==> src/logic/game_pkg.sv <==
`default_nettype none

package game_pkg;

    // Raster geometry kept small for short simulations
    localparam int h_total      = 96;
    localparam int h_active     = 64;
    localparam int h_sync_start = 72;
    localparam int h_sync_len   = 8;
    localparam int v_total      = 40;
    localparam int v_active     = 32;
    localparam int v_sync_start = 34;
    localparam int v_sync_len   = 2;

    // Tile slots per line including blanking
    localparam int h_tiles = h_total / 8;

    // Shifter load and output register followed by the palette register
    localparam int fetch_delay = 2;
    localparam int pixel_delay = fetch_delay + 1;

    localparam int tile_cols   = 8;
    localparam int tile_rows   = 4;
    localparam int map_aw      = 5;
    localparam int tile_aw     = 12;
    localparam int pal_entries = 16;

    // Word addresses of the two ROM regions in the SDRAM bank
    localparam logic [21:0] map_base  = 22'h00_0000;
    localparam logic [21:0] tile_base = 22'h01_0000;

    typedef logic [15:0] map_word_t;
    // Eight 4-bit pixels with the leftmost in the top nibble
    typedef logic [31:0] tile_row_t;
    typedef logic [3:0]  pxl_code_t;

    typedef struct packed {
        logic [4:0] red;
        logic [4:0] green;
        logic [4:0] blue;
    } rgb_t;

endpackage

`default_nettype wire

==> src/logic/rom_slot_if.sv <==
`default_nettype none

// One ROM client port holding cs and addr until the ok pulse
interface rom_slot_if #(
    parameter type data_t = logic [15:0],
    parameter int  aw     = 8
);
    logic          cs;
    logic [aw-1:0] addr;
    data_t         data;
    logic          ok;

    modport client (
        output cs,
        output addr,
        input  data,
        input  ok
    );

    modport server (
        input  cs,
        input  addr,
        output data,
        output ok
    );
endinterface

`default_nettype wire

==> src/logic/char_fetch.sv <==
`default_nettype none

module char_fetch (
    input  logic                clk,
    input  logic                arst_n,
    input  logic                pxl_cen,
    input  logic [6:0]          hdump,
    input  logic [5:0]          vdump,
    input  logic                char_en,
    rom_slot_if.client          map_slot,
    rom_slot_if.client          tile_slot,
    output game_pkg::pxl_code_t pxl
);
    import game_pkg::*;

    typedef enum logic [1:0] {
        fetch_idle,
        fetch_map,
        fetch_tile
    } fetch_state_t;

    fetch_state_t state;
    logic [3:0]   next_col;
    logic [5:0]   next_line;
    logic [2:0]   line_lo;
    logic         tile_start;
    logic         fetch_go;
    logic         row_vld;
    tile_row_t    row_buf;
    tile_row_t    pix_sr;

    // Column one tile ahead; the last slot of a line targets column 0 of the next
    always_comb begin
        next_col  = hdump[6:3] + 4'd1;
        next_line = vdump;
        if (next_col == h_tiles) begin
            next_col  = '0;
            next_line = (vdump == v_total - 1) ? '0 : vdump + 6'd1;
        end
    end

    assign tile_start = pxl_cen && hdump[2:0] == 3'd0;
    assign fetch_go   = tile_start && next_col < tile_cols && next_line[5:3] < tile_rows;

    always_ff @(posedge clk or negedge arst_n) begin
        if (!arst_n) begin
            state         <= fetch_idle;
            map_slot.cs   <= 1'b0;
            tile_slot.cs  <= 1'b0;
            row_vld       <= 1'b0;
        end else begin
            // The shifter consumes the buffered row at every boundary
            if (tile_start) begin
                row_vld <= 1'b0;
            end
            case (state)
                fetch_idle: begin
                    if (fetch_go) begin
                        map_slot.cs <= 1'b1;
                        state       <= fetch_map;
                    end
                end
                fetch_map: begin
                    if (map_slot.ok) begin
                        map_slot.cs  <= 1'b0;
                        tile_slot.cs <= 1'b1;
                        state        <= fetch_tile;
                    end
                end
                fetch_tile: begin
                    if (tile_slot.ok) begin
                        tile_slot.cs <= 1'b0;
                        row_vld      <= 1'b1;
                        state        <= fetch_idle;
                    end
                end
                default: state <= fetch_idle;
            endcase
        end
    end

    always_ff @(posedge clk) begin
        if (state == fetch_idle && fetch_go) begin
            map_slot.addr <= map_aw'(next_line[5:3] * tile_cols + next_col);
            line_lo       <= next_line[2:0];
        end
        // Tile code times 8 plus the line inside the tile
        if (state == fetch_map && map_slot.ok) begin
            tile_slot.addr <= tile_aw'({map_slot.data[8:0], line_lo});
        end
        if (state == fetch_tile && tile_slot.ok) begin
            row_buf <= tile_slot.data;
        end
    end

    // A late fetch shows as a blank tile rather than a stall
    always_ff @(posedge clk) begin
        if (pxl_cen) begin
            if (hdump[2:0] == 3'd0) begin
                pix_sr <= row_vld ? row_buf : '0;
            end else begin
                pix_sr <= {pix_sr[27:0], 4'd0};
            end
        end
    end

    always_ff @(posedge clk or negedge arst_n) begin
        if (!arst_n) begin
            pxl <= '0;
        end else if (pxl_cen) begin
            pxl <= char_en ? pix_sr[31:28] : '0;
        end
    end

endmodule

`default_nettype wire

==> src/logic/mini_game.sv <==
`default_nettype none

module mini_game (
    input  logic        clk,
    input  logic        arst_n,
    input  logic        char_en,
    input  logic        pal_we,
    input  logic [3:0]  pal_addr,
    input  logic [14:0] pal_din,
    input  logic        ba_ack,
    input  logic        ba_dok,
    input  logic        ba_rdy,
    input  logic [15:0] data_read,
    output logic        pxl2_cen,
    output logic        pxl_cen,
    output logic [4:0]  red,
    output logic [4:0]  green,
    output logic [4:0]  blue,
    output logic        HS,
    output logic        VS,
    output logic        LHBL_dly,
    output logic        LVBL_dly,
    output logic        ba_rd,
    output logic [21:0] ba_addr
);
    import game_pkg::*;

    logic [6:0] hdump;
    logic [5:0] vdump;
    logic       LHBL;
    logic       LVBL;
    pxl_code_t  pxl;

    rom_slot_if #(.data_t(map_word_t), .aw(map_aw))  map_slot ();
    rom_slot_if #(.data_t(tile_row_t), .aw(tile_aw)) tile_slot ();

    vid_timer u_timer (
        .clk      ( clk      ),
        .arst_n   ( arst_n   ),
        .pxl2_cen ( pxl2_cen ),
        .pxl_cen  ( pxl_cen  ),
        .hdump    ( hdump    ),
        .vdump    ( vdump    ),
        .HS       ( HS       ),
        .VS       ( VS       ),
        .LHBL     ( LHBL     ),
        .LVBL     ( LVBL     ),
        .LHBL_dly ( LHBL_dly ),
        .LVBL_dly ( LVBL_dly )
    );

    char_fetch u_char (
        .clk       ( clk       ),
        .arst_n    ( arst_n    ),
        .pxl_cen   ( pxl_cen   ),
        .hdump     ( hdump     ),
        .vdump     ( vdump     ),
        .char_en   ( char_en   ),
        .map_slot  ( map_slot  ),
        .tile_slot ( tile_slot ),
        .pxl       ( pxl       )
    );

    // Single SDRAM bank shared by the map and tile clients
    rom_arbiter u_arbiter (
        .clk       ( clk       ),
        .arst_n    ( arst_n    ),
        .ba_ack    ( ba_ack    ),
        .ba_dok    ( ba_dok    ),
        .ba_rdy    ( ba_rdy    ),
        .data_read ( data_read ),
        .map_slot  ( map_slot  ),
        .tile_slot ( tile_slot ),
        .ba_rd     ( ba_rd     ),
        .ba_addr   ( ba_addr   )
    );

    pal_lut u_pal (
        .clk      ( clk      ),
        .arst_n   ( arst_n   ),
        .pxl_cen  ( pxl_cen  ),
        .pxl      ( pxl      ),
        .LHBL     ( LHBL     ),
        .LVBL     ( LVBL     ),
        .pal_we   ( pal_we   ),
        .pal_addr ( pal_addr ),
        .pal_din  ( pal_din  ),
        .red      ( red      ),
        .green    ( green    ),
        .blue     ( blue     )
    );

endmodule

`default_nettype wire

==> src/logic/pal_lut.sv <==
`default_nettype none

module pal_lut (
    input  logic                clk,
    input  logic                arst_n,
    input  logic                pxl_cen,
    input  game_pkg::pxl_code_t pxl,
    input  logic                LHBL,
    input  logic                LVBL,
    input  logic                pal_we,
    input  logic [3:0]          pal_addr,
    input  logic [14:0]         pal_din,
    output logic [4:0]          red,
    output logic [4:0]          green,
    output logic [4:0]          blue
);
    import game_pkg::*;

    rgb_t                   pal_mem [pal_entries];
    rgb_t                   rgb_q;
    logic [fetch_delay-1:0] hb_sr;
    logic [fetch_delay-1:0] vb_sr;

    // Entry packs red, green and blue from the top bit down
    always_ff @(posedge clk) begin
        if (pal_we) begin
            pal_mem[pal_addr] <= rgb_t'(pal_din);
        end
    end

    // Blanking delayed to match the code arriving from the fetcher
    always_ff @(posedge clk or negedge arst_n) begin
        if (!arst_n) begin
            hb_sr <= '0;
            vb_sr <= '0;
            rgb_q <= '0;
        end else if (pxl_cen) begin
            hb_sr <= {hb_sr[fetch_delay-2:0], LHBL};
            vb_sr <= {vb_sr[fetch_delay-2:0], LVBL};
            rgb_q <= (hb_sr[fetch_delay-1] && vb_sr[fetch_delay-1]) ? pal_mem[pxl] : '0;
        end
    end

    assign red   = rgb_q.red;
    assign green = rgb_q.green;
    assign blue  = rgb_q.blue;

endmodule

`default_nettype wire

==> src/logic/rom_arbiter.sv <==
`default_nettype none

module rom_arbiter (
    input  logic        clk,
    input  logic        arst_n,
    input  logic        ba_ack,
    input  logic        ba_dok,
    input  logic        ba_rdy,
    input  logic [15:0] data_read,
    rom_slot_if.server  map_slot,
    rom_slot_if.server  tile_slot,
    output logic        ba_rd,
    output logic [21:0] ba_addr
);
    import game_pkg::*;

    typedef enum logic [1:0] {
        arb_idle,
        arb_req,
        arb_wait,
        arb_second
    } arb_state_t;

    arb_state_t  state;
    logic        sel_tile;
    logic        grant_map;
    logic        grant_tile;
    logic        second_done;
    logic [15:0] tile_hi;

    // A slot whose ok is out this cycle still shows cs, so it is skipped
    assign grant_map  = state == arb_idle && map_slot.cs && !map_slot.ok;
    assign grant_tile = state == arb_idle && !grant_map && tile_slot.cs && !tile_slot.ok;

    // Burst end marks the odd word of a tile row
    assign second_done = state == arb_second && !ba_rd && ba_dok && ba_rdy;

    always_ff @(posedge clk or negedge arst_n) begin
        if (!arst_n) begin
            state        <= arb_idle;
            ba_rd        <= 1'b0;
            sel_tile     <= 1'b0;
            map_slot.ok  <= 1'b0;
            tile_slot.ok <= 1'b0;
        end else begin
            map_slot.ok  <= 1'b0;
            tile_slot.ok <= 1'b0;
            case (state)
                arb_idle: begin
                    if (grant_map || grant_tile) begin
                        ba_rd    <= 1'b1;
                        sel_tile <= grant_tile;
                        state    <= arb_req;
                    end
                end
                arb_req: begin
                    if (ba_ack) begin
                        ba_rd <= 1'b0;
                        state <= arb_wait;
                    end
                end
                arb_wait: begin
                    if (ba_dok) begin
                        if (sel_tile) begin
                            ba_rd <= 1'b1;
                            state <= arb_second;
                        end else begin
                            map_slot.ok <= 1'b1;
                            state       <= arb_idle;
                        end
                    end
                end
                arb_second: begin
                    if (ba_rd && ba_ack) begin
                        ba_rd <= 1'b0;
                    end
                    if (second_done) begin
                        tile_slot.ok <= 1'b1;
                        state        <= arb_idle;
                    end
                end
                default: state <= arb_idle;
            endcase
        end
    end

    // Tile rows sit at even word 2n and odd word 2n+1
    always_ff @(posedge clk) begin
        if (grant_map) begin
            ba_addr <= map_base + 22'(map_slot.addr);
        end
        if (grant_tile) begin
            ba_addr <= tile_base + 22'({tile_slot.addr, 1'b0});
        end
        if (state == arb_wait && ba_dok) begin
            if (sel_tile) begin
                tile_hi <= data_read;
                ba_addr <= ba_addr + 22'd1;
            end else begin
                map_slot.data <= data_read;
            end
        end
        if (second_done) begin
            tile_slot.data <= {tile_hi, data_read};
        end
    end

endmodule

`default_nettype wire

==> src/logic/vid_timer.sv <==
`default_nettype none

module vid_timer (
    input  logic       clk,
    input  logic       arst_n,
    output logic       pxl2_cen,
    output logic       pxl_cen,
    output logic [6:0] hdump,
    output logic [5:0] vdump,
    output logic       HS,
    output logic       VS,
    output logic       LHBL,
    output logic       LVBL,
    output logic       LHBL_dly,
    output logic       LVBL_dly
);
    import game_pkg::*;

    logic [pixel_delay-1:0] lhbl_sr;
    logic [pixel_delay-1:0] lvbl_sr;

    // Full rate enable and half rate pixel strobe
    always_ff @(posedge clk or negedge arst_n) begin
        if (!arst_n) begin
            pxl2_cen <= 1'b0;
            pxl_cen  <= 1'b0;
        end else begin
            pxl2_cen <= 1'b1;
            pxl_cen  <= ~pxl_cen;
        end
    end

    always_ff @(posedge clk or negedge arst_n) begin
        if (!arst_n) begin
            hdump <= '0;
            vdump <= '0;
        end else if (pxl_cen) begin
            if (hdump == h_total - 1) begin
                hdump <= '0;
                vdump <= (vdump == v_total - 1) ? '0 : vdump + 6'd1;
            end else begin
                hdump <= hdump + 7'd1;
            end
        end
    end

    assign HS   = hdump >= h_sync_start && hdump < h_sync_start + h_sync_len;
    assign VS   = vdump >= v_sync_start && vdump < v_sync_start + v_sync_len;
    assign LHBL = hdump < h_active;
    assign LVBL = vdump < v_active;

    // Blanking aligned with the colour output of the pixel pipeline
    always_ff @(posedge clk or negedge arst_n) begin
        if (!arst_n) begin
            lhbl_sr <= '0;
            lvbl_sr <= '0;
        end else if (pxl_cen) begin
            lhbl_sr <= {lhbl_sr[pixel_delay-2:0], LHBL};
            lvbl_sr <= {lvbl_sr[pixel_delay-2:0], LVBL};
        end
    end

    assign LHBL_dly = lhbl_sr[pixel_delay-1];
    assign LVBL_dly = lvbl_sr[pixel_delay-1];

endmodule

`default_nettype wire
==> config.mk <==
export PLATFORM = sky130hd
export DESIGN_NAME = mini_game
export DESIGN_NICKNAME = d
export VERILOG_FILES = /design/src/logic/game_pkg.sv /design/src/logic/rom_slot_if.sv /design/src/logic/char_fetch.sv /design/src/logic/mini_game.sv /design/src/logic/pal_lut.sv /design/src/logic/rom_arbiter.sv /design/src/logic/vid_timer.sv
export SDC_FILE = /design/constraint.sdc
export NUM_CORES = 1
export LEC_CHECK = 0
export ABC_AREA = 1
export BUFFER_PORTS_ARGS = -buffer_cell sky130_fd_sc_hd__buf_2
export CORE_MARGIN = 5
export CORE_UTILIZATION = 32
export CTS_BUF_LIST = sky130_fd_sc_hd__clkbuf_16
export DETAILED_ROUTE_END_ITERATION = 8
export SYNTH_ARGS = -nofsm -noshare
export SYNTH_HDL_FRONTEND = slang
export SYNTH_SLANG_ARGS = --single-unit
export TNS_END_PERCENT = 30
==> constraint.sdc <==
create_clock -name clk -period 3.4 [get_ports clk]
set_input_delay 0.51 -clock clk [delete_from_list [all_inputs] [get_ports clk]]
set_output_delay 0.51 -clock clk [all_outputs]
set_load 0.01 [all_outputs]
==> summary.md, run 1 <==
| Metric | Value |
|---|---|
| Hold Violations, Final | `0` |
| Die ar. | `61960 µm²` |
| Worst Setup Start Kind | `flop` |
| CTS H-tree lvls | `2` |
| GRT Util Overall | `13.57%` |
| Slew Limit Headroom | `25.10%` |
| Worst r2r src | `u_timer.hdump[3]` |
| Setup violators final | `0` |
| CP endpoint kind | `primary output` |
| Post-synth cell types | `38` |
| Drt total wl | `43550 µm` |
| WP data arrival | `2090 ps` |
| Power density over cell area | `612.6 nW/µm²` |
| Yosys top cell area share | `62.63%` |
| Fill cells | `5454` |
| Skew final | `27.56 ps` |
| # resized after CTS | `0` |
| Synth Area per Inst | `11.22 µm²` |
| NumNets Final | `1782` |
| Die height | `248.9 µm` |
| Critical Path RT | `2890 ps` |
| Yosys warns | `0` |
| Setup CP Type | `reg2out` |
| Synth area leaders | `edfxtp_1 (63%), nand2_1 (9.9%), dfrtp_1 (7.0%), nand3_1 (4.3%), nor2_1 (4.2%)` |
| Hpwl dp | `26320 µm` |
| Final Slew Violations | `0` |
| ANT cells | `0` |
| Largest net degree at the start of global routing | `65` |
| Share of layout cells above drive strength 1 | `11.91%` |
| Max Buffers Root-to-Sink | `3` |
| Sum Neg Setup Slack | `0 ps` |
| Largest area contributor in the netlist | `edfxtp_1` |
| Grt total ovfl | `0` |
| Clk slew on worst S/H paths | `60 ps` |
| Layout area overhead | `15.51%` |
| 1st-pass router iterations | `5` |
| Clock latency on the worst-skew pair | `580 ps` |
| Syn Nets | `1679` |
| Max-Cap Viols | `0` |
| Row cnt | `87` |
| #FFs+latches synth | `454` |
| Sequential fraction of the synthesis area | `72.03%` |
| Final GP Congestion | `0.8282` |
| Most common cell after layout, fill and taps aside | `nand2_1` |
| Initial core utilization | `32.33%` |
| Worst-path fanout max | `30` |
| Mapped Cells | `1628` |
| Vias in the first global route | `11519` |
| Final ANT Viol Nets | `0` |
| First-pass GRT wire length | `67320 µm` |
| Synth Cell Area | `18270 µm²` |
| Run status | `complete, no violations` |
| # hold bufs at CTS | `0` |
| Number of antenna violations at the first check in global routing | `2` |
| RSZ-0062 raised after global routing | `false` |
| Vias/cell | `4.751` |
| Core area | `56500 µm²` |
| Final std cells w/o fill | `2519` |
| Crit path from | `u_timer.hdump[0]` |
| Placed insts | `2439` |
| Area occupied by multi-input gates | `4482 µm²` |
| Number of I/O pins | `86` |
| Inserted Clock Buffers | `46` |
| DRT iter0 DRCs | `1018` |
| Hold crit path type | `in2async` |
| Vias | `11968` |
| Clock Sinks | `454` |
| CTS tree | `done` |
| Min Tclk post-route | `2598 ps` |
| Static Leak | `8.176 nW` |
| Post-CTS Setup Inserts | `0` |
| Residual DRC | `0` |
| Slew @ Worst Pin | `1119 ps` |
| Register area | `13160 µm²` |
| Max Freq | `0.3849 GHz` |
| Clock root buffer | `clkbuf_16` |
| Period utilization | `76.41%` |
| Peak VDD IR | `433.3 µV` |
| Die Wd | `248.9 µm` |
| Buffers on Ports | `85` |
| Most frequent cells in the layout | `nand2_1 (483), edfxtp_1 (381), nor2_1 (201)` |
| Wire per inst | `17.29 µm` |
==> critical path, cell delays in order (launching register included) <==
cell and delay [ps]:
dfrtp_1 410, inv_1 90, ha_1 140, inv_1 50, nor2_2 90, buf_4 330
nand2_1 90, a21oi_1 140, buf_2 180
==> area by class of cell <==
cell class                      count  area share, %
Multi-Input combinational cell   1025          21.24
Sequential cell                   454          62.39
Timing Repair Buffer              122          3.451
Inverter                           82          1.459
Clock inverter                     33          1.400
Clock buffer                       47          5.574
Tap cell                          756          4.483
==> cells by family (layout without fill, tap and decap cells) <==
group | Yosys count | in the layout | share of synthesized area [%]
AOI/OAI and AO/OA | 131 | 131 | 3.726
xor gates and xnor gates | 8 | 8 | 0.3836
adders and majority gates | 9 | 9 | 0.6165
buffers and inverters | 149 | 284 | 3.514
DFF | 454 | 454 | 72.03
other | 1 | 1 | 0.02053
and+or+nand+nor | 876 | 876 | 19.71
==> synthesized netlist by cell type (all sizes together) <==
cell,count
a211oi,1
buf,43
clkbuf,24
a31oi,2
nand3,159
ha,9
inv,81
nor3,6
o32ai,1
nor4,2
nor2,212
nand3b,3
nand4,6
dfrtp,51
edfxtp,381
xor2,7
o21a,4
o21ai,107
o2111ai,1
nand2,487
or2,1
dfxtp,22
o211ai,1
a21oi,14
conb,1
clkinv,1
xnor2,1
==> power by group <==
part	switching, mW	total (mW)	internal (mW)
Combinational	0.976	1.41	0.438
Clock	2.10	4.99	2.88
Sequential	0.211	6.52	6.31
Total	3.29	12.9	9.63
==> state kept, by name (all words and copies together), names as in the netlist, 2 cells and up <==
name                      count
u_arbiter.ba_addr            22
u_arbiter.map_slot.data       9
u_arbiter.state               2
u_arbiter.tile_hi            16
u_arbiter.tile_slot.data     32
u_char.line_lo                3
u_char.map_slot.addr          5
u_char.pix_sr                32
u_char.pxl                    4
u_char.row_buf               32
u_char.state                  2
u_char.tile_slot.addr        12
u_pal.blue                    5
u_pal.green                   5
u_pal.pal_mem               240
u_pal.red                     5
u_timer.hdump                 7
u_timer.lhbl_sr               3
u_timer.lvbl_sr               3
u_timer.vdump                 6
==> per-layer routing <==
metal | share of wire [%] | GRT usage [%] | up-vias | wire length [µm]
met5 | 0 | 0 | - | 0
met2 | 46 | 21.37 | 409 | 20140
met1 | 45 | 19.42 | 5780 | 19510
met3 | 7.2 | 2.819 | 55 | 3157
met4 | 1.7 | 3.200 | 0 | 737
li1 | - | - | 5724 | -
==> worst paths after layout <==
path,to,depth (start not counted),slack (ps)
worst max-delay path,HS,8,800
worst min-delay path,u_timer.vdump[1],1,50
worst max register to register,u_char.map_slot.addr[4],9,1200
worst min register to register,u_char.row_buf[6],0,420
max in group asynchronous,u_arbiter.tile_slot.ok,2,2640
min in group clk,u_arbiter.tile_hi[11],1,140
==> stage by stage <==
step	setup slack (ps)	hold WS (ps)	instance area [µm²]	power, mW	utilization, %
after floorplan	970.6	214.4	18270	7.550	-
after global placement	1317	400.4	19630	8.011	34.74
after detailed placement	1215	404.5	19630	8.047	34.74
after CTS	755.8	51.90	21100	13.05	37.35
after global routing	569.1	100.9	21100	13.51	37.35
final	802.1	53.17	21100	12.93	37.35
Power figures use the tool's default switching activity.
==> run 2: changes to the inputs <==
==> constraint.sdc (replaced) <==
create_clock -name clk -period 2.3 [get_ports clk]
set_input_delay 0.345 -clock clk [delete_from_list [all_inputs] [get_ports clk]]
set_output_delay 0.345 -clock clk [all_outputs]
set_load 0.01 [all_outputs]
==> run 2 against run 1 <==
Net effect:
- final cell count grew 2.0%
- sequential cell count is the same
- final area grew 2.4%
- combinational power grew 50%
- power grew 49%
- die area is the same
- setup slack lost 690 ps
- via count grew 0.99%
- critical path type unchanged
- critical endpoint unchanged
- largest cell class unchanged
- largest power group unchanged
==> summary.md, run 2 (same netlist as run 1, synthesis figures left out) <==
| Metric | Value |
|---|---|
| Run status | `complete, no violations` |
| Peak VDD IR | `657.8 µV (+52%)` |
| Hold crit path type | `in2reg` |
| Sum Neg Setup Slack | `0 ps (unchanged)` |
| Core area | `56500 µm² (unchanged)` |
| WP data arrival | `1850 ps (-240 ps)` |
| GRT Util Overall | `13.48% (-0.086 points)` |
| Inserted Clock Buffers | `49 (+6.5%)` |
| Initial core utilization | `32.33% (unchanged)` |
| Power density over cell area | `890.2 nW/µm² (+45%)` |
| Wire per inst | `16.70 µm (-3.4%)` |
| Row cnt | `87 (unchanged)` |
| Hpwl dp | `26180 µm (-0.50%)` |
| Die ar. | `61960 µm² (unchanged)` |
| Fill cells | `5391 (-1.2%)` |
| Final Cell Area | `21620 µm² (+2.4%)` |
| Max FFs per register | `240 (unchanged)` |
| Largest net degree at the start of global routing | `88 (+35%)` |
| RSZ-0062 raised after global routing | `false` |
| Layout area overhead | `18.34%` |
| Setup violators final | `0 (unchanged)` |
| Max Freq | `0.4564 GHz` |
| Hold Slack | `56.39 ps (+3.219 ps)` |
| R2r setup slk | `230 ps (-970 ps)` |
| Number of antenna violations at the first check in global routing | `0 (-2)` |
| Number of I/O pins | `86 (unchanged)` |
| Setup CP Type | `reg2out` |
| Top reg by flops | `u_pal.pal_mem` |
| HP Start | `char_en` |
| Vias in the first global route | `11917 (+3.5%)` |
| Final GP Congestion | `0.8200 (-0.99%)` |
| Design Power | `19.24 mW (+49%)` |
| Clock latency on the worst-skew pair | `580 ps (about the same)` |
| NumNets Final | `1823 (+2.3%)` |
| Critical Path RT | `1960 ps (-930 ps)` |
| CTS H-tree lvls | `2 (unchanged)` |
| Clk slew on worst S/H paths | `60 ps (about the same)` |
| Skew final | `23.77 ps (-3.799 ps)` |
| Buffers on Ports | `85 (unchanged)` |
| Max Buffers Root-to-Sink | `3 (unchanged)` |
| Post-DP Area | `19810 µm² (+0.92%)` |
| Vias | `12087 (+0.99%)` |
| RR Endpoint | `u_char.map_slot.addr[4]` |
| Final ANT Viol Nets | `0 (unchanged)` |
| Static Leak | `8.483 nW (+3.8%)` |
| Worst-path fanout max | `3 (-90%)` |
| First-pass GRT wire length | `67230 µm (-0.12%)` |
| 1st-pass router iterations | `7 (+2)` |
| Worst r2r path cells | `9 (unchanged)` |
| Period utilization | `95.26%` |
| Share of layout cells above drive strength 1 | `13.19% (+1.3 points)` |
| Final Slew Violations | `0 (unchanged)` |
| Placed insts | `2455 (+0.66%)` |
| Slew Limit Headroom | `52.87% (+28 points)` |
| Vias/cell | `4.705 (-0.97%)` |
| Die height | `248.9 µm (unchanged)` |
| Most common cell after layout, fill and taps aside | `nand2_1` |
| Max-Cap Viols | `0 (unchanged)` |
| WHS Path Cells | `3` |
| Grt total ovfl | `0 (unchanged)` |
| Hold Violations, Final | `0 (unchanged)` |
| Residual DRC | `0 (unchanged)` |
| Drt total wl | `42910 µm (-1.5%)` |
| Worst Setup Start Kind | `flop` |
| Clock root buffer | `clkbuf_16` |
| Worst r2r src | `u_timer.hdump[3]` |
| DRT iter0 DRCs | `757 (-26%)` |
| Die Wd | `248.9 µm (unchanged)` |
| Min Tclk post-route | `2191 ps` |
| Final std cells w/o fill | `2569 (+2.0%)` |
| Slew @ Worst Pin | `707.0 ps (-412.4 ps)` |
| Most frequent cells in the layout | `nand2_1 (483), edfxtp_1 (381), nor2_1 (202)` |
| CP endpoint kind | `primary output` |
| Clock Sinks | `454 (unchanged)` |
| CTS tree | `done` |
| Worst hold endpoint | `u_char.pxl[2]` |
[run 2: timing repair]
item / in CTS / in global routing
hold endpoints to repair: 67 / 0
setup endpoints to repair: 1 / 1
pin swaps: 2 / 2
setup buffers: 3 / 1
hold buffers: 17 / 0
gates resized for setup: 5 / 1
cloned: 1 / 0
[run 2: final cells by class]
cell class	count	area, µm²	area share [%]
clock buffer	52	1301	6.020
clock inverter	39	250.2	1.158
tap	756	945.9	4.376
inverter	82	307.8	1.424
sequential	454	13160	60.90
antenna	1	2.502	0.01158
multi-input combinational	1025	4488	20.76
timing repair buffer	160	1156	5.348
[run 2: critical path, stage by stage (launching register included)]
cell and delay (ps):
dfrtp_1 410, inv_2 70, ha_1 130, inv_1 60, nor2_4 120, buf_12 110, nand2_1 60, a21oi_2 170
buf_2 160
[run 2: stage by stage]
stage               setup WS [ps]  util (%)
floorplan                  -45.16         -
global placement            303.5     35.06
detailed placement          260.6     35.06
CTS                         52.19     38.24
global route               0.2620     38.26
finish                      109.0     38.26
[run 2: worst max-delay path by stage]
stage | depth (start not counted) | startpoint | slack, ps | endpoint
floorplan | 3 | u_char.state[0] | -50 | u_char.row_buf[0]
global placement | 9 | u_timer.hdump[3] | 300 | u_char.map_slot.addr[4]
detailed placement | 9 | u_timer.hdump[3] | 260 | u_char.map_slot.addr[4]
CTS | 8 | u_timer.hdump[1] | 50 | HS
global route | 8 | u_timer.hdump[1] | 0.3 | HS
finish | 8 | u_timer.hdump[1] | 110 | HS
[run 2: report_power, final]
group          leakage (nW)  total, mW  switching [mW]  internal [mW]
clock                 0.826       7.48            3.17           4.31
combinational          3.44       2.12            1.43          0.697
sequential             4.22       9.64           0.306           9.33
total                  8.48       19.2            4.90           14.3
[run 2: routing by layer]
layer / vias to the layer above / share of wire, % / GRT usage (%)
met1: 5862 / 44 / 18.73
met4: 0 / 2.2 / 3.941
met3: 66 / 6.5 / 2.537
met2: 348 / 47 / 21.72
li1: 5811 / - / -
met5: - / 0 / 0
==> run 3: changes to the inputs <==
--- a/config.mk
+++ b/config.mk
@@ -7,7 +7,7 @@
 export LEC_CHECK = 0
 export ABC_AREA = 1
 export BUFFER_PORTS_ARGS = -buffer_cell sky130_fd_sc_hd__buf_2
-export CORE_MARGIN = 5
+export CAP_MARGIN = 10
 export CORE_UTILIZATION = 32
 export CTS_BUF_LIST = sky130_fd_sc_hd__clkbuf_16
 export DETAILED_ROUTE_END_ITERATION = 8
==> constraint.sdc (replaced) <==
create_clock -name clk -period 2.6 [get_ports clk]
set_input_delay 0.39 -clock clk [delete_from_list [all_inputs] [get_ports clk]]
set_output_delay 0.39 -clock clk [all_outputs]
set_load 0.01 [all_outputs]
==> run 3 against run 2 <==
Net effect:
- clock power fell by 15%
- utilization fell by 0.56 points
- global-route usage rose by 1.0 points
- critical endpoint unchanged
- critical path type unchanged
- sequential cell count did not move
- highest routed layer unchanged
- largest cell class unchanged
- die area fell by 6.3%
- setup slack improved by 40 ps
==> summary.md, run 3 (same netlist as run 1, synthesis figures left out) <==
| Metric | Value |
|---|---|
| Die Wd | `240.9 µm (-3.2%)` |
| Slew @ Worst Pin | `1033 ps (+326.2 ps)` |
| Worst r2r src | `u_timer.hdump[3]` |
| Final Cell Area | `21260 µm² (-1.6%)` |
| Worst hold endpoint | `u_arbiter.map_slot.data[1]` |
| Setup CP Type | `reg2out` |
| Drt total wl | `41800 µm (-2.6%)` |
| Worst Setup Start Kind | `flop` |
| Wire per inst | `16.48 µm (-1.4%)` |
| GRT Util Overall | `14.52% (+1.0 points)` |
| ANT cells | `0 (-1)` |
| Max Buffers Root-to-Sink | `3 (unchanged)` |
| Final GP Congestion | `0.8419 (+2.7%)` |
| Slew Limit Headroom | `31.12% (-22 points)` |
| Min Tclk post-route | `2451 ps` |
| R2r setup slk | `400 ps (+170 ps)` |
| Vias in the first global route | `11446 (-4.0%)` |
| Setup violators final | `0 (unchanged)` |
| Vias | `11932 (-1.3%)` |
| Die ar. | `58040 µm² (-6.3%)` |
| Initial core utilization | `32.39% (+0.062 points)` |
| 1st-pass router iterations | `5 (-2)` |
| CP endpoint kind | `primary output` |
| Share of layout cells above drive strength 1 | `12.13% (-1.1 points)` |
| Period utilization | `94.27%` |
| Vias/cell | `4.703 (about the same)` |
| Hold crit path type | `in2reg` |
| Max FFs per register | `240 (unchanged)` |
| Static Leak | `8.258 nW (-2.6%)` |
| Sum Neg Setup Slack | `0 ps (unchanged)` |
| Most frequent cells in the layout | `nand2_1 (483), edfxtp_1 (381), nor2_1 (202)` |
| End-of-flow core utilization | `37.70% (-0.56 points)` |
| Critical Path RT | `2210 ps (+250 ps)` |
| Clk slew on worst S/H paths | `60 ps (about the same)` |
| Post-DP Area | `19720 µm² (-0.44%)` |
| RSZ-0062 raised after global routing | `false` |
| CTS H-tree lvls | `2 (unchanged)` |
| WP data arrival | `2060 ps (+210 ps)` |
| Clock latency on the worst-skew pair | `580 ps (about the same)` |
| Final ANT Viol Nets | `0 (unchanged)` |
| Core area | `56390 µm² (-0.19%)` |
| Max Freq | `0.4080 GHz` |
| Most common cell after layout, fill and taps aside | `nand2_1` |
| Run status | `complete, no violations` |
| CTS tree | `done` |
| Row cnt | `87 (unchanged)` |
| Clock Sinks | `454 (unchanged)` |
| NumNets Final | `1797 (-1.4%)` |
| Hpwl dp | `24890 µm (-4.9%)` |
| Layout area overhead | `16.39%` |
| Inserted Clock Buffers | `48 (-2.0%)` |
| Power density over cell area | `788.0 nW/µm² (-11%)` |
| WHS Path Cells | `1 (-2)` |
| Worst-path fanout max | `30 (+27)` |
| Crit path from | `u_timer.hdump[0]` |
| Residual DRC | `0 (unchanged)` |
| Number of antenna violations at the first check in global routing | `2 (+2)` |
| Final Slew Violations | `0 (unchanged)` |
| Largest net degree at the start of global routing | `130 (+48%)` |
| Buffers on Ports | `85 (unchanged)` |
| Clock root buffer | `clkbuf_16` |
| Peak VDD IR | `618.1 µV (-6.0%)` |
| First-pass GRT wire length | `64800 µm (-3.6%)` |
| Hold Violations, Final | `0 (unchanged)` |
| DRT iter0 DRCs | `1031 (+36%)` |
| Grt total ovfl | `0 (unchanged)` |
| HP Start | `data_read[1]` |
| Die height | `240.9 µm (-3.2%)` |
| Worst r2r path cells | `9 (unchanged)` |
| Top reg by flops | `u_pal.pal_mem` |
| Skew final | `18.19 ps (-5.579 ps)` |
| RR Endpoint | `u_char.map_slot.addr[4]` |
| Max-Cap Viols | `0 (unchanged)` |
| Number of I/O pins | `86 (unchanged)` |
## run 3: changes by cell type in the layout (fill, tap and decap cells not counted), moves of 2 or more
| cell | previous run | this run |
|---|---|---|
| buf_4 | 49 | 34 |
| nor2_2 | 3 | 5 |
| clkinv_1 | 5 | 11 |
| clkinvlp_4 | 2 | 4 |
| clkinv_4 | 2 | 0 |
| clkbuf_16 | 52 | 49 |
| inv_6 | 2 | 0 |
| dlygate4sd3_1 | 17 | 8 |
| inv_1 | 92 | 86 |
| nor2_4 | 6 | 4 |
## run 3: report_power, final
part           internal, mW  switching, mW  total (mW)  leakage, nW
sequential             8.25          0.282        8.54         4.22
combinational         0.600           1.25        1.85         3.29
clock                  3.61           2.76        6.37        0.747
total                  12.5           4.29        16.8         8.26
## run 3: worst max-delay path by stage
stage / depth (start not counted) / end / slack [ps]
2_1_floorplan: 7 / u_char.line_lo[0] / 170
3_3_place_gp: 9 / u_char.map_slot.addr[4] / 470
3_5_place_dp: 9 / u_char.map_slot.addr[4] / 430
4_1_cts: 8 / HS / 90
5_1_grt: 8 / HS / 5
6_report: 8 / HS / 150
## run 3: area by class of cell
class / instances / area (µm²)
Clock inverter: 36 / 230.2
Sequential cell: 454 / 13160
Tap cell: 756 / 945.9
Clock buffer: 49 / 1226
Fill cell: 5512 / 35130
Inverter: 82 / 307.8
Multi-Input combinational cell: 1025 / 4474
Timing Repair Buffer: 135 / 912.1
## run 3: stage by stage
step	hold slack [ps]	power, mW	worst slack [ps]	cells
final	34.92	16.75	149.0	2537
after global routing	18.76	17.47	4.919	2537
after CTS	6.410	16.93	90.46	2537
after detailed placement	404.5	10.53	434.3	2444
after global placement	400.8	10.49	472.6	2444
after floorplan	94.41	9.873	170.6	1628
## run 3: critical path, cell delays in order, from the launching register on
cell and delay [ps]:
dfrtp_1 400, inv_1 90, ha_1 140, inv_1 50
nor2_2 120, buf_6 260, nand2_1 80, a21oi_1 140
buf_2 200
## run 3: timing repair
action | 4_1_cts | 5_1_grt
resized for setup | 0 | 1
endpoints found under the hold margin | 66 | 0
buffers inserted | 0 | 0
hold buffers | 8 | 0
setup endpoints to repair | 0 | 1
## run 3: per-layer routing
metal	routed length (µm)	vias to the layer above	GRT usage (%)
met4	751	0	3.874
met5	0	-	0
li1	-	5755	-
met1	18730	5755	19.82
met3	3009	62	3.145
met2	19310	360	23.33
